## src/verilog/csr_pkg.sv

```systemverilog
// csr address map, access op encoding, data types, arbiter sizing, op helper
`default_nettype none

package csr_pkg;

  //////////////////////////////////////////////////////////////////////
  // basic types
  //////////////////////////////////////////////////////////////////////

  typedef logic [11:0] csr_addr_t;
  typedef logic [31:0] csr_data_t;
  // top bit flags an interrupt, low 5 bits hold the code
  typedef logic [5:0]  cause_t;
  typedef logic [9:0]  hart_id_t;

  // access op, none is a plain read
  typedef enum logic [1:0] {
    CSR_OP_NONE  = 2'b00,
    CSR_OP_WRITE = 2'b01,
    CSR_OP_SET   = 2'b10,
    CSR_OP_CLEAR = 2'b11
  } csr_op_t;

  //////////////////////////////////////////////////////////////////////
  // address map
  //////////////////////////////////////////////////////////////////////

  localparam csr_addr_t CSR_MSTATUS   = 12'h300;
  localparam csr_addr_t CSR_MSCRATCH  = 12'h340;
  localparam csr_addr_t CSR_MEPC      = 12'h341;
  localparam csr_addr_t CSR_MCAUSE    = 12'h342;
  localparam csr_addr_t CSR_MHARTID   = 12'hF10;
  // performance block
  localparam csr_addr_t CSR_PCER      = 12'h7A0;
  localparam csr_addr_t CSR_PCMR      = 12'h7A1;
  localparam csr_addr_t CSR_PCCR_BASE = 12'h780;
  localparam csr_addr_t CSR_PCCR_ALL  = 12'h79F;

  // requester count and per-port queue depth
  localparam int N_PORTS     = 2;
  localparam int REQ_CREDITS = 2;
  localparam int PORT_W      = (N_PORTS > 1) ? $clog2(N_PORTS) : 1;
  localparam int QPTR_W      = (REQ_CREDITS > 1) ? $clog2(REQ_CREDITS) : 1;
  localparam int QCNT_W      = $clog2(REQ_CREDITS + 1);

  // new register value for an op, clear is old and not wdata
  function automatic csr_data_t csr_apply_op(csr_op_t op, csr_data_t old_val,
                                             csr_data_t wdata);
    case (op)
      CSR_OP_WRITE: return wdata;
      CSR_OP_SET:   return old_val | wdata;
      CSR_OP_CLEAR: return old_val & ~wdata;
      default:      return old_val;
    endcase
  endfunction

endpackage

`default_nettype wire

```

## src/verilog/csr_regfile.sv

```systemverilog
// machine csrs with read-modify-write access and trap capture
`timescale 1ns/1ns
`default_nettype none

module csr_regfile import csr_pkg::*;
(
  input  logic      clk,
  input  logic      rst_n,

  // access bus
  input  logic      acc_valid_i,
  input  csr_addr_t acc_addr_i,
  input  csr_op_t   acc_op_i,
  input  csr_data_t acc_wdata_i,

  input  hart_id_t  hart_id_i,

  // trap capture
  input  csr_data_t pc_i,
  input  logic      save_pc_i,
  input  cause_t    cause_i,
  input  logic      save_cause_i,

  output logic      hit_o,
  output csr_data_t rdata_o,
  output logic      irq_enable_o,
  output csr_data_t epc_o
);

  logic      ie_q;
  csr_data_t mscratch_q;
  csr_data_t mepc_q;
  cause_t    mcause_q;

  logic      sel_mstatus;
  logic      sel_mscratch;
  logic      sel_mepc;
  logic      sel_mcause;
  logic      sel_mhartid;
  logic      wr_en;
  csr_data_t new_val;

  //////////////////////////////////////////////////////////////////////
  // decode and read
  //////////////////////////////////////////////////////////////////////

  assign sel_mstatus  = acc_valid_i && (acc_addr_i == CSR_MSTATUS);
  assign sel_mscratch = acc_valid_i && (acc_addr_i == CSR_MSCRATCH);
  assign sel_mepc     = acc_valid_i && (acc_addr_i == CSR_MEPC);
  assign sel_mcause   = acc_valid_i && (acc_addr_i == CSR_MCAUSE);
  assign sel_mhartid  = acc_valid_i && (acc_addr_i == CSR_MHARTID);

  assign hit_o = sel_mstatus | sel_mscratch | sel_mepc | sel_mcause | sel_mhartid;

  // old value, returned as the response
  always_comb
  begin
    rdata_o = '0;
    // always M mode, only IE is live
    if (sel_mstatus)
      rdata_o = {29'b0, 2'b11, ie_q};
    if (sel_mscratch)
      rdata_o = mscratch_q;
    if (sel_mepc)
      rdata_o = mepc_q;
    // flag up in bit 31, code at the bottom
    if (sel_mcause)
      rdata_o = {mcause_q[5], 26'b0, mcause_q[4:0]};
    if (sel_mhartid)
      rdata_o = {22'b0, hart_id_i};
  end

  // op applied to the old value
  assign wr_en   = acc_valid_i && (acc_op_i != CSR_OP_NONE);
  assign new_val = csr_apply_op(acc_op_i, rdata_o, acc_wdata_i);

  //////////////////////////////////////////////////////////////////////
  // registers
  //////////////////////////////////////////////////////////////////////

  always_ff @(posedge clk or negedge rst_n)
  begin
    if (!rst_n)
    begin
      ie_q     <= 1'b0;
      mcause_q <= '0;
    end
    else
    begin
      if (wr_en && sel_mstatus)
        ie_q <= new_val[0];
      // trap beats the bus
      if (save_cause_i)
        mcause_q <= cause_i;
      else if (wr_en && sel_mcause)
        mcause_q <= {new_val[31], new_val[4:0]};
    end
  end

  always_ff @(posedge clk)
  begin
    if (wr_en && sel_mscratch)
      mscratch_q <= new_val;
    // saved pc overrides a same-cycle write
    if (save_pc_i)
      mepc_q <= pc_i;
    else if (wr_en && sel_mepc)
      mepc_q <= new_val;
  end

  // mhartid writes fall through, nothing stored

  assign irq_enable_o = ie_q;
  assign epc_o        = mepc_q;

endmodule

`default_nettype wire

```

## config.mk

```make
export PLATFORM = sky130hd
export DESIGN_NAME = csr_regfile
export DESIGN_NICKNAME = d
export VERILOG_FILES = /design/src/verilog/csr_pkg.sv /design/src/verilog/csr_regfile.sv
export SDC_FILE = /design/constraint.sdc
export NUM_CORES = 1
export LEC_CHECK = 0
export BUFFER_PORTS_ARGS = -buffer_cell sky130_fd_sc_hd__buf_2
export CORE_MARGIN = 4
export CORE_UTILIZATION = 48
export DETAILED_ROUTE_END_ITERATION = 10
export PLACE_DENSITY = 0.88
export SYNTH_ARGS = -nofsm -noshare
export SYNTH_HDL_FRONTEND = slang
export SYNTH_SLANG_ARGS = --single-unit
export TNS_END_PERCENT = 5
```

## constraint.sdc

```tcl
create_clock -name clk -period 2.2 [get_ports clk]
set_input_delay 0.11 -clock clk [delete_from_list [all_inputs] [get_ports clk]]
set_output_delay 0.11 -clock clk [all_outputs]
set_load 0.1 [all_outputs]
```

## Yosys cells after proc, flatten, opt, wreduce, memory -nomap -nowiden

Index checks and enable logic that the tools add are counted.

- Output and inout port bits: 66
- Memory bits (read-only): 0
- Bits in latches: 0
- Bits of input ports: 99
- Word-level logic and storage cells: 42
- Memories: 0
- RAM bits: 0
- Flip-flop bits (word level): 71

- Add/subtract/negate cells: 0
- Div/mod/pow operators: 0
- Multipliers: 0
- Reduce and logical (&&, ||, !) cells: 13
- Multiplexer cells: 10
- Eq/ne operators: 8
- Bitwise logic cells: 7
- Shift operators: 0
- Magnitude comparators: 0

Operators with widths:

| cell | count |
|---|---|
| $mux W32 | 6 |
| $pmux W32 S3 | 1 |
| $eq A12 B10 Y1 const B | 4 |
| $and A32 B32 Y32 | 1 |
| $not A32 Y32 | 1 |
| $or A32 B32 Y32 | 1 |
| $eq A12 B12 Y1 const B | 1 |
| $mux W6 | 2 |
| $logic_and A1 B1 Y1 | 10 |
| $reduce_bool A2 Y1 | 3 |
| $eq A2 B2 Y1 const B | 2 |
| $or A1 B1 Y1 | 4 |
| $mux W3 | 1 |
| $eq A2 B1 Y1 const B | 1 |

## Logic depth before layout (Yosys ltp)

Gate-level depths: netlist of the first run.

- Depth after elaboration: 11
- Gate-level depth with buffers: 9
- Depth with buffers taken out: 6

## Least setup slack after synthesis of the first run

Ideal clock, no wire load.

- Path type: input-to-output
- Start point: in acc_addr_i[4]
- End point: out hit_o
- Path buffers: 1
- Stages on the path: 5
- Arrival: 4.502 ns
- Path slack: -2.412 ns
- Required time: 2.090 ns
- Cells stage by stage: or4bb_1 -> buf_2 -> nor2_1 -> nand2_1 -> o311ai_0

- Longest elaborated chain between the ends: 6
- Elaborated cells on any way between the ends: 14
- Classes of those cells: eq/ne (5); bitwise (4); reduce/logical (5)

RTL lines:

| item | RTL line | source |
|---|---|---|
| start, declared | csr_regfile.sv:12 | `input csr_addr_t acc_addr_i,` |
| $eq A12 B10 Y1 (on tied branches) | csr_regfile.sv:47, csr_regfile.sv:48 |  |
| $logic_and A1 B1 Y1 (on tied branches) | csr_regfile.sv:47, csr_regfile.sv:48 |  |
| $or A1 B1 Y1 (3 in a row) | csr_regfile.sv:53 | `assign hit_o = sel_mstatus \| sel_mscratch \| sel_mepc \| sel_mcause \| sel_mhartid;` |
| $or A1 B1 Y1 (*) | csr_regfile.sv:53 |  |
| end, declared | csr_regfile.sv:24 | `output logic hit_o,` |

Mark *: on every way between the ends. The rest lies on a longest branch, timed or not.

## Worst setup path in the final report of the first run

- Start point: in acc_addr_i[11]
- End point: out rdata_o[12]

- Longest elaborated chain between the ends: 6
- Elaborated cells on any way between the ends: 12
- Classes of those cells: eq/ne (4); mux (4); reduce/logical (4)

RTL lines:

| item | RTL line | source |
|---|---|---|
| $eq A12 B10 Y1 | csr_regfile.sv:48 | `assign sel_mscratch = acc_valid_i && (acc_addr_i == CSR_MSCRATCH);` |
| $logic_and A1 B1 Y1 | csr_regfile.sv:48 |  |
| $mux W32 | csr_regfile.sv:62 | `if (sel_mscratch)` |
| $mux W32 | csr_regfile.sv:64 | `if (sel_mepc)` |
| $mux W32 | csr_regfile.sv:67 | `if (sel_mcause)` |
| $mux W32 (*) | csr_regfile.sv:69 | `if (sel_mhartid)` |
| end, declared | csr_regfile.sv:25 | `output csr_data_t rdata_o,` |

Marks and branches as above.

==> metrics.md, run 1 <==
| Metric | Value |
|---|---|
| Initial drt markers | `328` |
| DR vias/cell | `5.95` |
| Origin of the worst min-delay path | `cause_i[3]` |
| Fin crit period | `2200 ps` |
| # setup viols final | `1` |
| Synth area leader | `edfxtp_1` |
| Status | `finished with violations` |
| GPL Wtd Cong | `between 0.9 and 1` |
| Mapped Nets | `556` |
| EDFF count, synth | `64` |
| Worst Path Arrival | `~2100 ps` |
| Pins Over Slew Limit | `0` |
| Drt pass-1 iters | `5` |
| VDD IR max | `0.392 mV` |
| CP Class | `input pin to output port` |
| Syn Area/Cell | `10.3 sq um` |
| Largest net degree at the start of global routing | `40` |
| Post-Syn Area | `approximately 4700 sq um` |
| Number of global-route vias before repair | `4836` |
| Failing checks | `negative setup slack` |
| Crit. End Element | `output port` |
| Final Skew | `~9.8 ps` |
| Final wirelength | `15800 microns` |
| Post-route cell area | `6810 sq um` |
| Area contributors post-synth | `edfxtp_1 (41%), mux2_2 (5.8%), a21oi_1 (4.0%), nand2_1 (3.8%), dfrtp_1 (3.7%)` |
| Max stage delay on crit path | `~580 ps` |
| CP Max Fanout | `11` |
| Post-synthesis async set-or-reset flop share | `9.86%` |
| Reg2Reg Setup Slack | `between 400 and 500 ps` |
| Via Count | `4704` |
| Startpoint types | `input pin` |
| Reg2Reg Depth | `5` |
| Worst hold stages | `3` |
| GR Util All Layers | `26.9%` |
| Num CTS Buffers | `9` |
| Clk Latency, worst-skew pair | `350 ps` |
| Hold violation total from the final report | `0` |
| Hold Crit Class | `input pin to register` |
| Longest Clk Path Bufs | `2` |
| Max capacitance violation total | `0` |
| Die Y | `approximately 110 microns` |
| CTS tree | `built` |
| Synth warn | `0` |
| Post-placement cell area | `6560 sq um` |
| IO Pins | `165` |
| Area Overhead vs Synth | `45.3%` |
| Mapped Cells | `~460` |
| Setup WS post-layout | `-4.94 ps` |
| Drt wl/cell | `20.0 microns` |
| Seq/Total Area, Yosys | `44.8%` |
| RSZ-0062 raised after global routing | `yes` |
| Slew headroom | `between 15 and 20%` |
| PD cells | `516 nW/um^2` |
| H-Tree Depth | `3` |
| Final cycle utilization of the critical path | `100%` |
| Placed wire-length estimate | `11700 microns` |
| Core ar. | `9370 sq um` |
| Clock slew at reported path FFs | `70 ps` |
| CP max stage cell | `or4b_4` |
| Row count | `35` |
| First-pass GRT wire length | `24400 microns` |
| CP cell instances | `buf_2, or4b_4, buf_4, nor4b_4, buf_4, buf_12, a22oi_1, buf_4, inv_1, buf_12` |
| Clock root cell | `clkbuf_8` |
| Die area | `11400 sq um` |
| Input/output buffers | `164` |
| Global route overflow | `0` |
| FF+latch count, synth | `71` |
| FF-to-FF Start | `epc_o[3]` |
| Fmax | `454 MHz` |
| # diodes | `0` |
| Num Clock Sinks | `around 70` |
| Post-synth cell types | `58` |
| Post-route DRC | `0` |
| Worst-margin pin slew | `between 1000 and 1500 ps` |
| Initial antenna violation count | `0` |
| FF-to-FF End | `epc_o[3]` |
| Top cell type's share of synthesized area | `41.0%` |
| Die width | `107 microns` |
| Hold Crit Endpoint | `mcause_q[3]` |
| Top FF cell, synth | `edfxtp_1` |
| Final net count | `755` |
| Detail Route Antenna Nets | `0` |
| Setup TNS | `-4.94 ps` |
| Starting Density | `about 50%` |
| Pleak | `0.00300 uW` |
| Worst path required time | `2090 ps` |
| CP most frequent cell | `buf_4` |
| Layout cells sized above 1 | `46.0%` |
cell usage after synthesis (4+ instances only):
master / number
nor3b_2: 14
buf_2: 6
o21a_1: 8
a211o_2: 14
inv_1: 40
a2bb2oi_1: 5
mux2_2: 24
nor3b_1: 12
edfxtp_1: 64
a21oi_1: 37
dfrtp_1: 7
nor2b_1: 7
clkbuf_1: 23
nor2_1: 14
a211o_1: 7
o21ai_0: 15
a31oi_1: 8
mux2i_1: 9
a32oi_1: 12
nand2_1: 48
mux2_1: 6
xnor2_1: 4
a22oi_1: 22
state kept, by name (all words and copies together), names as in the netlist:
register	cells
epc_o	32
irq_enable_o	1
mcause_q	6
mscratch_q	32
kinds of logic (layout without fill, tap and decap cells):
| kind of cell | count (synthesis) | count (layout) | synth area share [%] |
|---|---|---|---|
| multiplexers | 39 | 39 | 9.13 |
| AND/OR/NAND/NOR | 125 | 125 | 16.7 |
| flip-flops | 71 | 71 | 44.8 |
| buffers and inverters | 72 | 276 | 6.33 |
| AO/OA/AOI/OAI | 145 | 145 | 22.2 |
| XOR/XNOR | 5 | 5 | 0.935 |
layout by cell type, fill, tap and decap left out, types with 3 or more instances in the layout:
cell type and count:
buf_2 131, dfrtp_1 7, nor3_1 3, o21ai_0 14
clkinv_2 3, nor3b_1 12, o2bb2ai_1 3, a22oi_1 22
a21oi_1 35, xnor2_1 4, o21a_1 8, buf_4 45
nand2_1 48, a31oi_1 8, a32oi_1 12, inv_1 39
clkbuf_8 10, mux2i_1 9, nand3_1 3, a211o_2 14
dlygate4sd3_1 3, mux2_2 24, nor2b_1 7, nor2_1 13
edfxtp_1 64, nor3b_2 14, mux2_1 6, buf_12 40
a2bb2oi_1 5, a211o_1 7
per-layer routing:
layer	track usage (%)	up-vias	part of all wire (%)
met4	9.68	0	2.6
met2	46.1	270	50
met3	5.96	40	10
met5	0	-	0
li1	-	2132	-
met1	33.4	2262	38
worst max-delay path: cells and delay by family:
kind	cells	cell delay [ps]
AO/OA/AOI/OAI	1	100
buffers and inverters	7	1040
AND/OR/NAND/NOR	2	830
power by group:
part | switching (uW) | leakage [uW] | internal (uW)
clock | 498 | 0.0000861 | 436
sequential | 43.5 | 0.000646 | 1560
combinational | 709 | 0.00226 | 276
area by class of cell:
type	count	area, sq um
repair buffers	220	1850
multi-input cells	314	2380
well taps	129	161
fillers	708	2560
flip-flops and latches	71	2100
clock inverters	4	22.5
clock buffers	12	145
inverters	40	150
metrics by stage:
step	utilization, %	hold slack, ps	power (uW)	worst slack, ps	std cells
2_1_floorplan	-	-186	2310	-285	457
3_3_place_gp	70.0	-39.1	2570	-74.9	769
3_5_place_dp	70.0	-35.0	2600	-179	769
4_1_cts	72.2	2.28	3520	9.13	788
5_1_grt	72.7	24.7	3640	-57.6	790
6_report	72.7	4.61	3520	-4.94	790
timing repair:
| item | in CTS | in global routing |
|---|---|---|
| hold endpoints to repair | 9 | 0 |
| gates resized for setup | 2 | 3 |
| gates cloned | 0 | 1 |
| hold buffers | 3 | 0 |
| pin swaps | 0 | 3 |
| setup buffers | 0 | 1 |
| setup endpoints to repair | 10 | 10 |
how the worst max path moves through the flow:
stage	depth (start not counted)	start	to
2_1_floorplan	4	epc_o[2]	epc_o[2]
3_5_place_dp	9	acc_addr_i[4]	epc_o[11]
6_report	10	acc_addr_i[11]	rdata_o[12]
3_3_place_gp	9	acc_addr_i[4]	epc_o[30]
5_1_grt	10	acc_addr_i[11]	rdata_o[12]
4_1_cts	9	acc_addr_i[4]	rdata_o[12]
Power figures use the tool's default switching activity.
==> run 2, diff against run 1 <==
CORE_UTILIZATION = 51   (was 48)
CTS_CLUSTER_DIAMETER = 200   (was unset)
PLACE_DENSITY = 0.92   (was 0.88)
==> run 2 against run 1 <==
Effect of this change: the run now ends clean; power up 5.9%; global-route usage increased by 1.6 points; combinational power about the same; cell count decreased by 4.4%; first-iteration DRC count down 2.4%; die area decreased by 5.4%; sequential power about the same; clock skew is 3.2 ps lower; utilization up 3.2 points; critical path type unchanged; highest routed layer is now met5.
==> metrics.md, run 2 (synthesis gave the netlist of run 1 again) <==
| Metric | Value |
|---|---|
| Detail Route Antenna Nets | `0` |
| Clock slew at reported path FFs | `roughly 70 ps` |
| IO Pins | `165` |
| Fmax | `468 MHz` |
| Total power | `3730 uW` |
| Clk Latency, worst-skew pair | `330 ps` |
| GPL Wtd Cong | `between 1 and 1.5` |
| Hold violation total from the final report | `0` |
| Layout cells sized above 1 | `44.8%` |
| Initial drt markers | `320` |
| GR Util All Layers | `28.5%` |
| Largest net degree at the start of global routing | `37` |
| Crit. End Element | `output port` |
| # setup viols final | `0` |
| First-pass GRT wire length | `25000 microns` |
| Final wirelength | `around 16000 microns` |
| # diodes | `0` |
| Core ar. | `8850 sq um` |
| CP cell instances | `buf_2, or4bb_1, buf_6, nor2_1, nand3_1, or4b_4, a21oi_4, buf_12` |
| Num CTS Buffers | `9` |
| H-Tree Depth | `3` |
| Clock root cell | `clkbuf_8` |
| CTS tree | `built` |
| Final net count | `between 700 and 800` |
| Worst Path Arrival | `2030 ps` |
| Final Core Density | `between 70% and 80%` |
| Leading cell type in the layout, fill and taps excluded | `buf_2` |
| Setup TNS | `0 ps` |
| Max capacitance violation total | `0` |
| Pleak | `0.00295 uW` |
| Worst path required time | `2090 ps` |
| Slew headroom | `38.1%` |
| CP max stage cell | `or4b_4` |
| VDD IR max | `0.490 mV` |
| Number of global-route vias before repair | `5112` |
| Global route overflow | `0` |
| Die Y | `104 microns` |
| Post-route cell area | `around 6700 sq um` |
| DR vias/cell | `6.25` |
| Post-placement cell area | `6430 sq um` |
| Input/output buffers | `164` |
| CP Class | `input pin to output port` |
| Fin crit period | `~2100 ps` |
| Max stage delay on crit path | `550 ps` |
| Final cycle utilization of the critical path | `between 90% and 100%` |
| Drt pass-1 iters | `5` |
| Final Skew | `6.65 ps` |
| Initial antenna violation count | `1` |
| Num Clock Sinks | `71` |
| Drt wl/cell | `20.9 microns` |
| Hold Crit Class | `input pin to register` |
| Worst-margin pin slew | `927 ps` |
| Commonest cells after routing, fill and taps aside | `buf_2 (131), edfxtp_1 (64), nand2_1 (48)` |
| Placed wire-length estimate | `11800 microns` |
| CP Max Fanout | `9` |
| Startpoint types | `input pin` |
| Via Count | `between 4k and 5k` |
| Longest Clk Path Bufs | `2` |
| PD cells | `555 nW/um^2` |
| Row count | `34` |
| Die area | `10800 sq um` |
| Pins Over Slew Limit | `0` |
| Area Overhead vs Synth | `43.3%` |
| Cell total after placement | `735` |
| Starting Density | `roughly 53%` |
| Die width | `104 microns` |
| Post-route DRC | `0` |
| Post-Layout Cell Count | `755` |
| RSZ-0062 raised after global routing | `no` |
| Status | `finished, final reports clean` |
## run 2: changes by cell type in the layout (fill, tap and decap cells not counted), moves of 2 or more
cell / previous run / this run
bufinv_16: 0 / 2
buf_4: 45 / 32
clkinv_2: 3 / 0
clkinv_1: 0 / 2
## run 2: per-layer routing
metal	GRT usage [%]	wire, microns	vias to the layer above	part of all wire [%]
met5	0	13	-	0.082
met2	51.2	8220	309	52
met1	31.5	5440	2254	34
met3	9.00	1700	51	11
li1	-	-	2103	-
met4	10.8	440	2	2.8
## run 2: critical path: cells and delay by family
kind            cells  cell delay, ps
buf+inv             3             460
compound gates      1             160
simple gates        4            1300
## run 2: power by group
| part | total [uW] | internal [uW] | switching [uW] |
|---|---|---|---|
| sequential | 1600 | 1560 | 44.6 |
| clock | 1140 | 636 | 503 |
| combinational | 988 | 274 | 713 |
## run 2: worst paths after layout
kind                                    start      endpoint  slack, ps  depth (start not counted)
min in group asynchronous               rst_n   mcause_q[2]        170                          2
max in group asynchronous               rst_n   mcause_q[4]       1860                          2
worst max-delay path            acc_addr_i[4]    rdata_o[1]         60                          8
worst max register to register      epc_o[17]     epc_o[17]        340                          4
worst min register to register   irq_enable_o  irq_enable_o        570                          2
worst min-delay path               cause_i[3]   mcause_q[3]         40                          3
## run 2: area by class of cell
class / instances / area [sq um]
Timing Repair Buffer: 206 / 1720
Clock buffer: 10 / 128
Tap cell: 108 / 135
Sequential cell: 71 / 2100
Inverter: 40 / 150
Fill cell: 563 / 2130
Clock inverter: 6 / 83.8
Multi-Input combinational cell: 314 / 2400
## run 2: stage by stage
stage	hold WS, ps	setup WS (ps)
finish	36.0	63.3
global route	22.9	3.71
CTS	10.8	9.43
detailed placement	-36.1	-105
global placement	-42.2	-51.8
floorplan	-186	-285
## run 2: what timing repair did
| item | in CTS | in global routing |
|---|---|---|
| hold endpoints to repair | 9 | 0 |
| endpoints found under the setup margin | 0 | 5 |
| resized for setup | 0 | 8 |
| hold buffers | 3 | 0 |
| setup buffers | 0 | 1 |
