**src/verilog/csr_pkg.sv**
```systemverilog
// csr address map, access op encoding, data types, arbiter sizing, op helper
`default_nettype none

package csr_pkg;

  //////////////////////////////////////////////////////////////////////
  // basic types
  //////////////////////////////////////////////////////////////////////

  typedef logic [11:0] csr_addr_t;
  typedef logic [31:0] csr_data_t;
  // top bit flags an interrupt, low 5 bits hold the code
  typedef logic [5:0]  cause_t;
  typedef logic [9:0]  hart_id_t;

  // access op, none is a plain read
  typedef enum logic [1:0] {
    CSR_OP_NONE  = 2'b00,
    CSR_OP_WRITE = 2'b01,
    CSR_OP_SET   = 2'b10,
    CSR_OP_CLEAR = 2'b11
  } csr_op_t;

  //////////////////////////////////////////////////////////////////////
  // address map
  //////////////////////////////////////////////////////////////////////

  localparam csr_addr_t CSR_MSTATUS   = 12'h300;
  localparam csr_addr_t CSR_MSCRATCH  = 12'h340;
  localparam csr_addr_t CSR_MEPC      = 12'h341;
  localparam csr_addr_t CSR_MCAUSE    = 12'h342;
  localparam csr_addr_t CSR_MHARTID   = 12'hF10;
  // performance block
  localparam csr_addr_t CSR_PCER      = 12'h7A0;
  localparam csr_addr_t CSR_PCMR      = 12'h7A1;
  localparam csr_addr_t CSR_PCCR_BASE = 12'h780;
  localparam csr_addr_t CSR_PCCR_ALL  = 12'h79F;

  // requester count and per-port queue depth
  localparam int N_PORTS     = 2;
  localparam int REQ_CREDITS = 2;
  localparam int PORT_W      = (N_PORTS > 1) ? $clog2(N_PORTS) : 1;
  localparam int QPTR_W      = (REQ_CREDITS > 1) ? $clog2(REQ_CREDITS) : 1;
  localparam int QCNT_W      = $clog2(REQ_CREDITS + 1);

  // new register value for an op, clear is old and not wdata
  function automatic csr_data_t csr_apply_op(csr_op_t op, csr_data_t old_val,
                                             csr_data_t wdata);
    case (op)
      CSR_OP_WRITE: return wdata;
      CSR_OP_SET:   return old_val | wdata;
      CSR_OP_CLEAR: return old_val & ~wdata;
      default:      return old_val;
    endcase
  endfunction

endpackage

`default_nettype wire

```
**src/verilog/perf_pkg.sv**
```systemverilog
// performance event indices, counter types and mode register layout
`default_nettype none

package perf_pkg;

  // one counter per event
  localparam int N_EVENTS = 6;

  typedef logic [N_EVENTS-1:0] event_vec_t;
  typedef logic [31:0]         perf_cnt_t;
  typedef logic [1:0]          pcmr_t;

  //////////////////////////////////////////////////////////////////////
  // event indices
  //////////////////////////////////////////////////////////////////////

  // cycle is generated inside the counter block
  localparam int EV_CYCLE  = 0;
  localparam int EV_INSTR  = 1;
  localparam int EV_LOAD   = 2;
  localparam int EV_STORE  = 3;
  localparam int EV_BRANCH = 4;
  localparam int EV_STALL  = 5;

  // mode register bits
  localparam int    PCMR_EN_BIT  = 0;
  localparam int    PCMR_SAT_BIT = 1;
  // counting and saturation on out of reset
  localparam pcmr_t PCMR_RESET   = 2'b11;

endpackage

`default_nettype wire
```
**src/verilog/perf_counters.sv**
```systemverilog
// performance event enable, mode register and saturating event counters
`timescale 1ns/1ns
`default_nettype none

module perf_counters import csr_pkg::*, perf_pkg::*;
(
  input  logic       clk,
  input  logic       rst_n,

  // access bus
  input  logic       acc_valid_i,
  input  csr_addr_t  acc_addr_i,
  input  csr_op_t    acc_op_i,
  input  csr_data_t  acc_wdata_i,

  // raw events, cycle bit unused
  input  event_vec_t events_i,

  output logic       hit_o,
  output csr_data_t  rdata_o
);

  event_vec_t pcer_q;
  pcmr_t      pcmr_q;
  event_vec_t inc_q;
  perf_cnt_t  cnt_q [N_EVENTS];
  perf_cnt_t  cnt_d [N_EVENTS];

  event_vec_t ev_in;
  event_vec_t inc;
  csr_addr_t  cnt_off;
  logic       sel_pcer;
  logic       sel_pcmr;
  logic       sel_all;
  logic       sel_cnt;
  logic       wr_en;
  csr_data_t  new_val;

  //////////////////////////////////////////////////////////////////////
  // event qualify
  //////////////////////////////////////////////////////////////////////

  // cycle event made here
  always_comb
  begin
    ev_in           = events_i;
    ev_in[EV_CYCLE] = 1'b1;
  end

  // enabled per event and globally
  assign inc = ev_in & pcer_q & {N_EVENTS{pcmr_q[PCMR_EN_BIT]}};

  //////////////////////////////////////////////////////////////////////
  // decode and read
  //////////////////////////////////////////////////////////////////////

  assign cnt_off  = acc_addr_i - CSR_PCCR_BASE;
  assign sel_pcer = acc_valid_i && (acc_addr_i == CSR_PCER);
  assign sel_pcmr = acc_valid_i && (acc_addr_i == CSR_PCMR);
  assign sel_all  = acc_valid_i && (acc_addr_i == CSR_PCCR_ALL);
  assign sel_cnt  = acc_valid_i && (acc_addr_i >= CSR_PCCR_BASE)
                    && (cnt_off < csr_addr_t'(N_EVENTS));

  assign hit_o = sel_pcer | sel_pcmr | sel_all | sel_cnt;

  // all-counters address reads zero
  always_comb
  begin
    rdata_o = '0;
    if (sel_pcer)
      rdata_o[N_EVENTS-1:0] = pcer_q;
    if (sel_pcmr)
      rdata_o[1:0] = pcmr_q;
    for (int i = 0; i < N_EVENTS; i++)
    begin
      if (sel_cnt && (int'(cnt_off) == i))
        rdata_o = cnt_q[i];
    end
  end

  assign wr_en   = acc_valid_i && (acc_op_i != CSR_OP_NONE);
  // for pcer and pcmr, single counters get their own below
  assign new_val = csr_apply_op(acc_op_i, rdata_o, acc_wdata_i);

  //////////////////////////////////////////////////////////////////////
  // counter next state
  //////////////////////////////////////////////////////////////////////

  always_comb
  begin
    for (int i = 0; i < N_EVENTS; i++)
    begin
      cnt_d[i] = cnt_q[i];
      // holds at all ones when saturating
      if (inc_q[i] && (!pcmr_q[PCMR_SAT_BIT] || (cnt_q[i] != '1)))
        cnt_d[i] = cnt_q[i] + 1'b1;
      // bus access replaces the increment
      if (wr_en && (sel_all || (sel_cnt && (int'(cnt_off) == i))))
        cnt_d[i] = csr_apply_op(acc_op_i, cnt_q[i], acc_wdata_i);
    end
  end

  always_ff @(posedge clk or negedge rst_n)
  begin
    if (!rst_n)
    begin
      pcer_q <= '0;
      pcmr_q <= PCMR_RESET;
      inc_q  <= '0;
      for (int i = 0; i < N_EVENTS; i++)
        cnt_q[i] <= '0;
    end
    else
    begin
      if (wr_en && sel_pcer)
        pcer_q <= new_val[N_EVENTS-1:0];
      if (wr_en && sel_pcmr)
        pcmr_q <= new_val[1:0];
      // one cycle between event and count
      inc_q <= inc;
      for (int i = 0; i < N_EVENTS; i++)
        cnt_q[i] <= cnt_d[i];
    end
  end

endmodule

`default_nettype wire

```
**config.mk**
```make
export PLATFORM = sky130hd
export DESIGN_NAME = perf_counters
export DESIGN_NICKNAME = d
export VERILOG_FILES = /design/src/verilog/csr_pkg.sv /design/src/verilog/perf_pkg.sv /design/src/verilog/perf_counters.sv
export SDC_FILE = /design/constraint.sdc
export NUM_CORES = 1
export LEC_CHECK = 0
export BUFFER_PORTS_ARGS = -buffer_cell sky130_fd_sc_hd__buf_2
export CAP_MARGIN = 10
export CORE_MARGIN = 2
export CORE_UTILIZATION = 35
export DETAILED_ROUTE_END_ITERATION = 6
export HOLD_SLACK_MARGIN = 0.1
export PLACE_DENSITY = 0.49
export SYNTH_ARGS = -nofsm -noshare
export SYNTH_HDL_FRONTEND = slang
export SYNTH_SLANG_ARGS = --single-unit
```
**constraint.sdc**
```tcl
create_clock -name clk -period 8.45 [get_ports clk]
set_input_delay 1.69 -clock clk [delete_from_list [all_inputs] [get_ports clk]]
set_output_delay 1.69 -clock clk [all_outputs]
set_load 0.03 [all_outputs]
```
Word-level counts from Yosys, hierarchy flattened
Cells that the tools add are included.
Widths: inputs -> output; s select.

cells by class
  add/sub/neg operators = 7
  order comparisons = 2
  equal/unequal tests = 23
  muxes and demuxes = 27
  bitwise operators = 20
  reduce and logical (&&, ||, !) cells = 53

operator list
  kind                    count
  $mux 32                 18
  $pmux 32 s3             6
  $add 32x1->32 const B   6
  $and 32x32->32          6
  $ne 32x32->1 const B    6
  $or 32x32->32           6
  $eq 12x11->1 const B    3
  $not 32->32             1
  $logic_and 1x1->1       26
  $eq 12x3->1 const B     2
  $eq 12x4->1 const B     2
  $ne 4x1->1 const B      6
  $and 6x6->6             3
  $pmux 6 s3              1
  $reduce_bool 2->1       7
  $eq 12x2->1 const B     1
  $ge 12x11->1 const B    1
  $logic_not 12->1        1
  $logic_or 1x1->1        12
  $lt 12x3->1 const B     1
  $reduce_and 2->1        6
  $sub 12x11->12 const B  1
  $mux 6                  1
  $or 6x6->6              1
  other kinds (5)         8

word-level totals
  flip-flop bits (word level) = 206
  input port bits = 55
  output and inout bits = 33
  logic and storage cells = 141

Depth between registers and ports, before layout
Gate-level depths: netlist of run 1.

  depth in word-level cells = 12
  mapped depth = 11
  mapped depth without buffers = 8

Worst setup path before layout of run 1
OpenSTA, ideal clock, no wires.

  path kind = input -> output
  start = in acc_addr_i[7]
  end = out rdata_o[11]
  arrival = 4.222 ns
  required time = 6.760 ns
  path slack = 2.538 ns
  stages on the path = 10
  path buffers = 3
  cells stage by stage = ha_1 nor4bb_1 and4_1 o21ai_2 buf_2 nor3_1 buf_2 buf_2 a211oi_1 o21ai_0

between the ends
  word-level cells in the longest chain between the ends = 10
  elaborated cells on any way between the ends = 23
  classes of those cells = add/sub: 1; order compare: 2; eq/ne: 5; mux: 6; reduce/logical: 9

ends and longest elaborated chain
  item                                                     RTL line                                  text
  from (decl)                                              perf_counters.sv:12                       input csr_addr_t acc_addr_i,
  $sub 12x11->12 / $ge 12x11->1 (equally long branches)    perf_counters.sv:57, perf_counters.sv:61
  $lt 12x3->1 / $logic_and 1x1->1 (equally long branches)  perf_counters.sv:62, perf_counters.sv:61
  $logic_and 1x1->1                                        perf_counters.sv:62                       && (cnt_off < csr_addr_t'(N_EVENTS));
  $logic_and 1x1->1                                        perf_counters.sv:76                       if (sel_cnt && (int'(cnt_off) == i))
  $mux 32 (5 in a row)                                     perf_counters.sv:76
  $mux 32 (*)                                              perf_counters.sv:76
  to (decl)                                                perf_counters.sv:20                       output csr_data_t rdata_o

Every way passes the cells marked *; elsewhere a longest branch is shown, timed or not.

Final worst setup path of run 1
  start = in acc_addr_i[7]
  end = out rdata_o[24]

The elaborated chain is that of the path after synthesis.

==> impl_metrics.ini, run 1 <==
[run_status]
run_status = finished, violations left
violations = DRC

[sta]
fin_skew_ns = 0.01508
drv_slew = 0
finalSetupTns_ns = 0
hold_viol = 0
fmax_mhz = 149.5
fin_crit_sh_pct = 79.17
rsz0062_at_grt = false
slew_headroom_pct = 14.83
setup_viol = 0
finalHoldWorstSlack_ns = 0.5397
period_needed_ns = 6.690
worst_pin_slew_ns = 1.264

[clock_tree]
clock_latency_ns = 0.58
cts_tree = yes
ctsHoldBuffers = 0
root_buffer = clkbuf_16
post-cts-setup-buffer-count = 0
clk_pin_slew_ns = 0.06
htreeDepth = 1
cts_buffer_depth = 3
cts_resized = 0
numCtsBuffers = 29
cts_num_sinks = 206

[grt]
grt_pass1_wl_um = 103800
grt_max_degree = 115
grt_pass1_vias = 15080
gr-total-overflow = 0
grt_use_total_pct = 31.01
antenna_found_initial = 2

[min_path]
hold_class = flip-flop to flip-flop

[route]
ant_nets = 0
drc = 2
firstDrtPassIters = 7
drtIter0Drc = 2123
avgRoutedWirePerCell_um = 28.95
num_vias = 16720
viasPerCell = 6.792
drt_wl_total_um = 71270

[synthesis]
synth-edff-count = 0
syn_inst = 1834
synthesis.nets = 1896
postSynthAreaPerCell_um2 = 8.319
netlist_area_um2 = 15260
synth-seq-cells = 206
synth_ff_type = dfrtp_1
async_reset_ff_share_pct = 100.0
synth_cell_types = 89
yosysWarnings = 0
yosysSeqAreaShare_pct = 33.80

[finish]
layout_commonest_cell = dfrtp_1
syn_to_final_growth_pct = 12.87
drive_gt1_share_pct = 13.33
mostFrequentLayoutCells = dfrtp_1 (204), nand2_1 (160), nand3_1 (124), nor2_1 (121), a21oi_1 (104)
post-route-util_pct = 39.98
final_net_count = 1915

[worst_setup_path]
required_ns = 6.76
cp-end-kind = output port
path_max_fanout = 17
setup.worst_path.start = acc_addr_i[7]
r2r-end = cnt_q[162]$_DFFE_PN0P_
reg2reg_depth = 7
rrSetupSlack_ns = 5.26
crit_arrival_ns = 5.00
r2r_start = cnt_q[175]$_DFFE_PN0P_
crit_type = input port to output port
crit_chain = buf_2, ha_1, nor4bb_1, and4_1, o21a_1, nand3_1, o2bb2ai_1, a211oi_1, o21ai_0, buf_2
cp_common_cell = buf_2
start_kind = input port
cp-endpoint = rdata_o[24]
critical-path-max-stage-delay_ns = 0.73
crit_slowest_cell = nand3_1

[power_and_ir_drop]
p_leak_nw = 6.742
ir_worst_vdd_mv = 0.1148
power_density_nw_per_um2 = 142.3

[floorplanning]
core_um2 = 43080
dieArea_um2 = 45280
die_w_um = 212.8
rows = 76
initial_core_util_pct = 35.42
io_pins = 88
die_y_um = 212.8

[run]
drv_cap = 0

[placement]
portBuffers = 86
gpl.final_weighted_congestion = 0.9994
dp_hpwl_um = 53490
==> per-layer routing <==
layer | part of all wire, % | up-vias | track usage [%]
met5 | 0 | - | 0
met1 | 45 | 8346 | 46.14
li1 | - | 7328 | -
met3 | 10 | 92 | 6.383
met2 | 42 | 955 | 44.91
met4 | 2.7 | 0 | 8.850
==> logic make-up after synthesis <==
kind of cell    after synthesis  synth area share, %
simple gates                755                26.12
xor+xnor                      5               0.2870
buf+inv                     172                4.560
compound gates              648                31.84
flops                       206                33.80
fa+ha+maj                     7               0.5740
mux                          41                2.813
==> how the worst min path moves through the flow <==
| stage | startpoint | to | slack (ns) | cells past startpoint |
|---|---|---|---|---|
| final | cnt_q[125]$_DFFE_PN0P_ | cnt_q[125]$_DFFE_PN0P_ | 0.54 | 1 |
| after CTS | cnt_q[123]$_DFFE_PN0P_ | cnt_q[123]$_DFFE_PN0P_ | 0.54 | 1 |
| after global routing | cnt_q[125]$_DFFE_PN0P_ | cnt_q[125]$_DFFE_PN0P_ | 0.56 | 1 |
| after global placement | cnt_q[123]$_DFFE_PN0P_ | cnt_q[123]$_DFFE_PN0P_ | 0.51 | 1 |
| after detailed placement | cnt_q[125]$_DFFE_PN0P_ | cnt_q[125]$_DFFE_PN0P_ | 0.52 | 1 |
| after floorplan | pcer_q[0]$_DFFE_PN0P_ | inc_q[0]$_DFF_PN0_ | 0.47 | 1 |
==> registers in the layout (all words and copies together), names as in the netlist <==
name and count:
pcmr_q 2, inc_q 6, pcer_q 6, cnt_q 192
==> metrics by stage <==
step / total power (W) / cells / instance area [um^2] / setup WS (ns)
final: 0.002450 / 2462 / 17220 / 1.760
after floorplan: 0.001095 / 1834 / 15260 / 2.538
after detailed placement: 0.001206 / 2407 / 16250 / 1.792
after CTS: 0.002459 / 2461 / 17220 / 1.789
after global placement: 0.001207 / 2407 / 16250 / 1.818
after global routing: 0.002516 / 2462 / 17220 / 1.581
==> area by class of cell <==
class	instances	area, um^2
inverters	34	127.6
multi-input cells	1456	9497
repair buffers	126	740.7
diodes	1	2.502
well taps	585	732.0
flip-flops and latches	206	5157
clock buffers	45	885.9
fillers	4454	25860
clock inverters	9	77.57
==> cell usage after synthesis, drive strengths merged, types with 7 or more instances <==
cell,n,share of area (%)
a211o,12,0.69
a211oi,60,3.0
a21o,22,1.1
a21oi,105,3.5
a221o,14,0.92
a221oi,73,4.3
a222oi,7,0.46
a22oi,22,1.1
a311oi,8,0.46
a31o,7,0.40
a31oi,38,1.6
a32o,9,0.59
and2,24,0.98
and3,64,2.6
and4,24,1.4
buf,39,1.3
clkbuf,99,2.4
dfrtp,204,33
ha,7,0.57
inv,34,0.84
mux2,15,1.1
mux2i,26,1.7
nand2,163,4.0
nand2b,9,0.37
nand3,124,4.1
nand4,43,1.8
nor2,123,3.0
nor2b,30,1.2
nor3,62,2.2
nor4,28,1.5
o211ai,47,2.3
o21a,11,0.54
o21ai,80,2.6
o221ai,24,1.4
o22ai,9,0.37
o2bb2ai,8,0.46
o311ai,10,0.57
o31ai,18,0.92
o41ai,7,0.92
or3,23,0.94
or4,7,0.34
==> worst max-delay path: cells and delay by family <==
kind | cells | cell delay, ns
AO/OA/AOI/OAI | 4 | 1.39
AND/OR/NAND/NOR | 3 | 1.20
buffers and inverters | 2 | 0.41
adder cells (fa/ha/maj) | 1 | 0.28
==> report_power, final <==
part	leakage (nW)	internal (W)	switching (W)
Clock	0.483	0.000746	0.000507
Sequential	2.58	0.000990	0.00000501
Combinational	3.68	0.0000386	0.000164
Note: power is estimated with default switching activity, not from simulation.
==> run 2, diff against run 1 <==
--- a/config.mk
+++ b/config.mk
@@ -5,13 +5,14 @@
 export SDC_FILE = /design/constraint.sdc
 export NUM_CORES = 1
 export LEC_CHECK = 0
+export ABC_AREA = 1
 export BUFFER_PORTS_ARGS = -buffer_cell sky130_fd_sc_hd__buf_2
 export CAP_MARGIN = 10
 export CORE_MARGIN = 2
 export CORE_UTILIZATION = 35
 export DETAILED_ROUTE_END_ITERATION = 6
 export HOLD_SLACK_MARGIN = 0.1
-export PLACE_DENSITY = 0.49
+export PLACE_DENSITY = 0.5
 export SYNTH_ARGS = -nofsm -noshare
 export SYNTH_HDL_FRONTEND = slang
 export SYNTH_SLANG_ARGS = --single-unit
==> constraint.sdc (replaced) <==
create_clock -name clk -period 5.6 [get_ports clk]
set_input_delay 1.12 -clock clk [delete_from_list [all_inputs] [get_ports clk]]
set_output_delay 1.12 -clock clk [all_outputs]
set_load 0.03 [all_outputs]
==> run 2 against run 1 <==
Against the previous run:
- the run now ends clean
- first-iteration DRC count down 6.3%
- worst setup slack worse by 1.1 ns
- critical path depth up 5
- clock-buffer cell count down 1
==> impl_metrics.ini, run 2 <==
[sta]
rsz0062_at_grt = false
fin_crit_sh_pct = 87.83
fin_skew_ns = 0.03698
hold_viol = 0
slew_headroom_pct = 29.23
worst_pin_slew_ns = 1.058
period_needed_ns = 4.919
finalSetupTns_ns = 0
fmax_mhz = 203.3
setup_viol = 0
drv_slew = 0

[power_and_ir_drop]
p_leak_nw = 8.529
p_int_w = 0.002693
p_sw_w = 0.001062
power_density_nw_per_um2 = 196.9
sequentialPowerShare_pct = 40.8
pwr-share-comb_pct = 8.6
ir_worst_vdd_mv = 0.2119
p_sw_share_pct = 28.27
clockPowerShare_pct = 50.6
power_w = 0.003755

[synthesis]
synthDominantAreaCellType = dfrtp_1
synth_cell_types = 46
postSynthAreaPerCell_um2 = 6.431
syn_inst = 2653
synth-seq-cells = 206
yosysMostFrequentCell = nand2_1
netlist_area_um2 = 17060
yosysWarnings = 0
synth-edff-count = 0
synth_top_area_share_pct = 29.92
synth_ff_type = dfrtp_1
synthesis.nets = 2715
async_reset_ff_share_pct = 100.0
synthTopCellsByArea = dfrtp_1 (30%), nand2_1 (14%), o21ai_0 (9.7%)
synthTopCellsByCount = nand2_1 (656), o21ai_0 (332), inv_1 (285)
yosysSeqAreaShare_pct = 30.23

[worst_setup_path]
r2r_start = cnt_q[65]$_DFFE_PN0P_
crit_chain = buf_2, ha_1, inv_1, nand2_1, nor2_1, nand2_1, nor2_1, nand2_1, a21oi_4, buf_4, nand2_1, o221ai_1, o211ai_1, a21oi_1, buf_2
crit_arrival_ns = 3.80
crit_type = input port to output port
r2r-end = cnt_q[70]$_DFFE_PN0P_
cp-end-kind = output port
start_kind = input port
reg2reg_depth = 12
required_ns = 4.48
critical-path-max-stage-delay_ns = 0.31
crit_slowest_cell = ha_1
cp_common_cell = nand2_1
path_max_fanout = 9
rrSetupSlack_ns = 1.89

[floorplanning]
die_y_um = 224.8
core_um2 = 47950
die_w_um = 224.8
initial_core_util_pct = 35.59
io_pins = 88
dieArea_um2 = 50530
rows = 80

[finish]
seqCellArea_um2 = 5157
syn_to_final_growth_pct = 11.78
drive_gt1_share_pct = 8.361
largest_reg_flops = 192
multi_input_area_um2 = 10320
final_net_count = 2766
top_regs = cnt_q (192), inc_q (6), pcer_q (6)
fillCellCount = 5070
regMostFlops = cnt_q
mostFrequentLayoutCells = nand2_1 (656), o21ai_0 (332), inv_1 (285), nor2_1 (281), dfrtp_1 (204)
post-route-util_pct = 39.78
layout_commonest_cell = nand2_1

[clock_tree]
cts_resized = 0
cts_tree = yes
post-cts-setup-buffer-count = 0
clk_pin_slew_ns = 0.05
root_buffer = clkbuf_16
cts_num_sinks = 206
htreeDepth = 1
ctsHoldBuffers = 0
cts_buffer_depth = 3
numCtsBuffers = 29
clock_latency_ns = 0.60

[route]
viasPerCell = 5.647
ant_nets = 0
firstDrtPassIters = 7
drc = 0
drtIter0Drc = 1989
avgRoutedWirePerCell_um = 22.39
drt_wl_total_um = 74860
num_vias = 18880

[placement]
portBuffers = 86
gpl.final_weighted_congestion = 0.9713
dp_hpwl_um = 57650

[min_path]
hold_end = pcer_q[1]$_DFFE_PN0P_
hold_start = pcer_q[1]$_DFFE_PN0P_
whs_path_depth = 2
hold_class = flip-flop to flip-flop

[grt]
gr-total-overflow = 0
grt_pass1_wl_um = 111100
antenna_found_initial = 1
grt_max_degree = 109
grt_pass1_vias = 17680
grt_use_total_pct = 29.39

[run_status]
run_status = finished clean

[run]
drv_cap = 0
[run 2: changes by cell type after synthesis, sizes merged, moves of 63 or more]
cell    delta
nand2    +502
o21ai    +280
inv      +263
nor2     +168
xor2     +152
a221oi    -73
and3      -63
[run 2: worst max-delay path by stage]
| stage | startpoint | end | slack, ns | depth (start not counted) |
|---|---|---|---|---|
| 2_1_floorplan | acc_addr_i[7] | rdata_o[25] | 1.26 | 12 |
| 3_3_place_gp | acc_addr_i[7] | rdata_o[25] | 0.67 | 15 |
| 3_5_place_dp | acc_addr_i[7] | rdata_o[25] | 0.72 | 15 |
| 4_1_cts | acc_addr_i[7] | rdata_o[25] | 0.70 | 15 |
| 5_1_grt | acc_addr_i[7] | rdata_o[28] | 0.48 | 15 |
| 6_report | acc_addr_i[7] | rdata_o[25] | 0.68 | 15 |
[run 2: area by class of cell]
cell class | instances | share of cell area [%]
diodes | 2 | 0.02624
multi-input cells | 2046 | 54.09
well taps | 615 | 4.034
inverters | 298 | 5.865
clock inverters | 10 | 0.4330
clock buffers | 44 | 4.572
repair buffers | 123 | 3.936
flip-flops and latches | 206 | 27.04
[run 2: power by group through the flow]
stage,Combinational (W),Sequential [W],Clock (W)
final,0.000323,0.00153,0.00190
after global routing,0.000357,0.00153,0.00199
after CTS,0.000317,0.00153,0.00193
after detailed placement,0.000316,0.00156,0
after global placement,0.000312,0.00156,0
after floorplan,0.000157,0.00155,0
[run 2: worst max-delay path: cells and delay by family]
family	cells	cell delay, ns
AND/OR/NAND/NOR	6	0.65
adder cells (fa/ha/maj)	1	0.31
AO/OA/AOI/OAI	4	1.02
buffers and inverters	4	0.70
[run 2: logic make-up (layout without fill, tap and decap cells)]
family          count (synthesis)  count (layout)  synth area share (%)
compound gates                619             619                 20.24
xor+xnor                      157             157                 8.059
fa+ha+maj                       7               7                0.5133
buf+inv                       401             475                 9.342
flops                         206             206                 30.23
other cells                     0               2                     0
simple gates                 1263            1263                 31.62
[run 2: stage by stage]
stage	hold slack (ns)	std cells	setup WS [ns]	cell area [um^2]
floorplan	0.4488	2653	1.261	17060
global placement	0.4706	3287	0.6664	18090
detailed placement	0.4944	3287	0.7172	18090
CTS	0.5083	3341	0.7038	19040
global route	0.5482	3342	0.4783	19070
finish	0.4945	3344	0.6814	19070
[run 2: layer usage]
layer | up-vias | track usage (%) | wire length [um]
li1 | 8961 | - | -
met1 | 8962 | 42.27 | 33470
met2 | 816 | 45.05 | 32490
met3 | 144 | 3.109 | 5756
met4 | 0 | 11.58 | 3147
met5 | - | 0 | 0
==> run 3, diff against run 2 <==
--- a/config.mk
+++ b/config.mk
@@ -5,14 +5,14 @@
 export SDC_FILE = /design/constraint.sdc
 export NUM_CORES = 1
 export LEC_CHECK = 0
-export ABC_AREA = 1
+export ABC_AREA = 0
 export BUFFER_PORTS_ARGS = -buffer_cell sky130_fd_sc_hd__buf_2
 export CAP_MARGIN = 10
 export CORE_MARGIN = 2
 export CORE_UTILIZATION = 35
 export DETAILED_ROUTE_END_ITERATION = 6
 export HOLD_SLACK_MARGIN = 0.1
-export PLACE_DENSITY = 0.5
+export PLACE_DENSITY = 0.51
 export SYNTH_ARGS = -nofsm -noshare
 export SYNTH_HDL_FRONTEND = slang
 export SYNTH_SLANG_ARGS = --single-unit
==> run 3 against run 2 <==
Against the previous run:
- maximum frequency fell by 4.8%
- first-iteration DRC count rose by 21%
- critical path depth fell by 5
- combinational power fell by 5%
- final cell count fell by 26%
- utilization rose by 0.56 points
- the flow now finishes with violations (DRC)
- via count fell by 11%
- clock power rose by 4%
- sequential power barely moved
- critical endpoint is now rdata_o[26]
- die area fell by 10%
==> impl_metrics.ini, run 3 (same netlist as run 1, synthesis figures left out) <==
[grt]
antenna_found_initial = 2
grt_max_degree = 124
grt_pass1_vias = 15270
gr-total-overflow = 0
grt_pass1_wl_um = 101900
grt_use_total_pct = 30.19

[floorplanning]
die_y_um = 212.8
core_um2 = 43080
io_pins = 88
dieArea_um2 = 45280
initial_core_util_pct = 35.42
rows = 76
die_w_um = 212.8

[min_path]
hold_class = flip-flop to flip-flop
hold_start = cnt_q[60]$_DFFE_PN0P_
hold_end = cnt_q[60]$_DFFE_PN0P_
whs_path_depth = 1

[clock_tree]
cts_tree = yes
htreeDepth = 1
clock_latency_ns = 0.57
cts_resized = 0
cts_buffer_depth = 3
post-cts-setup-buffer-count = 0
numCtsBuffers = 28
clk_pin_slew_ns = 0.06
ctsHoldBuffers = 0
root_buffer = clkbuf_16
cts_num_sinks = 206

[route]
num_vias = 16740
drt_wl_total_um = 69410
ant_nets = 0
drtIter0Drc = 2414
viasPerCell = 6.768
firstDrtPassIters = 7
avgRoutedWirePerCell_um = 28.06
drc = 1

[placement]
portBuffers = 86
gpl.final_weighted_congestion = 0.9945
place_worst_setup_slack_ns = 0.5305
dp_hpwl_um = 52210

[finish]
drive_gt1_share_pct = 13.82
mostFrequentLayoutCells = dfrtp_1 (204), nand2_1 (160), nand3_1 (124), nor2_1 (121), a21oi_1 (104)
final_net_count = 1928
fillCellCount = 4409
post-route-util_pct = 40.34
regMostFlops = cnt_q
largest_reg_flops = 192
layout_commonest_cell = dfrtp_1
top_regs = cnt_q (192), inc_q (6), pcer_q (6)
syn_to_final_growth_pct = 13.90

[worst_setup_path]
crit_type = input port to output port
cp_common_cell = buf_2
worst_path_dominant_cell_family = simple AND/OR/NAND/NOR gates
r2r-end = cnt_q[129]$_DFFE_PN0P_
required_ns = 4.48
setup.worst_path.start = acc_addr_i[7]
reg2reg_depth = 7
cp-end-kind = output port
crit_arrival_ns = 4.05
r2r_start = cnt_q[128]$_DFFE_PN0P_
rrSetupSlack_ns = 2.44
path_max_fanout = 15
start_kind = input port
critical-path-max-stage-delay_ns = 0.56
path_buf_inv = 3
crit_slowest_cell = nor3_4
crit_chain = buf_2, ha_1, nor4bb_1, and4_1, o21ai_2, nor3_4, buf_4, a222oi_1, a31oi_1, buf_2

[run]
drv_cap = 0

[sta]
finalHoldWorstSlack_ns = 0.5478
drv_slew = 0
slew_headroom_pct = 5.190
fin_crit_sh_pct = 92.25
fin_skew_ns = 0.01264
period_needed_ns = 5.166
fmax_mhz = 193.6
setup_viol = 0
worst_slack_ns = 0.4343
rsz0062_at_grt = false
hold_viol = 0
finalSetupTns_ns = 0
worst_pin_slew_ns = 1.407

[run_status]
violations = DRC
run_status = finished, violations left

[power_and_ir_drop]
power_density_nw_per_um2 = 217.6
p_leak_nw = 6.822
ir_worst_vdd_mv = 0.2191
[run 3: cell count changes in the layout (fill, tap and decap cells not counted), moves of 30 or more]
cell / delta
nor2b_1: +30
and3_1: +63
o21ai_0: -254
inv_1: -251
a31oi_1: -54
nor2_1: -160
xor2_1: -152
a221oi_1: +71
nand2_1: -496
o22ai_1: -30
a211oi_1: +58
[run 3: how the worst max path moves through the flow]
stage                  end  slack [ns]  cells after the start
6_report       rdata_o[26]        0.43                     10
5_1_grt        rdata_o[26]        0.38                     10
4_1_cts        rdata_o[26]        0.52                     10
3_5_place_dp   rdata_o[26]        0.53                     10
3_3_place_gp   rdata_o[26]        0.65                     10
2_1_floorplan  rdata_o[11]        0.83                     10
[run 3: routing by layer]
layer	wire (um)	vias up	part of all wire [%]	global-route usage, %
met3	7168	125	10	5.516
met2	29470	957	42	43.72
met1	30130	8314	43	44.50
li1	-	7347	-	-
met4	2637	0	3.8	10.90
met5	0	-	0	0
[run 3: area by class of cell]
class | count | area [um^2] | area share [%]
multi-input combinational | 1456 | 9497 | 54.65
sequential | 206 | 5157 | 29.68
timing repair buffer | 140 | 858.3 | 4.939
clock buffer | 41 | 820.8 | 4.723
tap | 585 | 732.0 | 4.212
clock inverter | 11 | 182.7 | 1.051
inverter | 34 | 127.6 | 0.7344
antenna | 1 | 2.502 | 0.01440
[run 3: power by group]
| group | internal [W] | switching (W) | total [W] |
|---|---|---|---|
| combinational | 0.0000611 | 0.000246 | 0.000308 |
| clock | 0.00124 | 0.000734 | 0.00197 |
| sequential | 0.00149 | 0.00000737 | 0.00150 |
[run 3: per-stage QoR]
stage / total power (W) / instance area (um^2) / std cells
floorplan: 0.001652 / 15260 / 1834
global placement: 0.001820 / 16370 / 2421
detailed placement: 0.001820 / 16370 / 2421
CTS: 0.003786 / 17380 / 2473
global route: 0.003874 / 17380 / 2474
finish: 0.003781 / 17380 / 2474
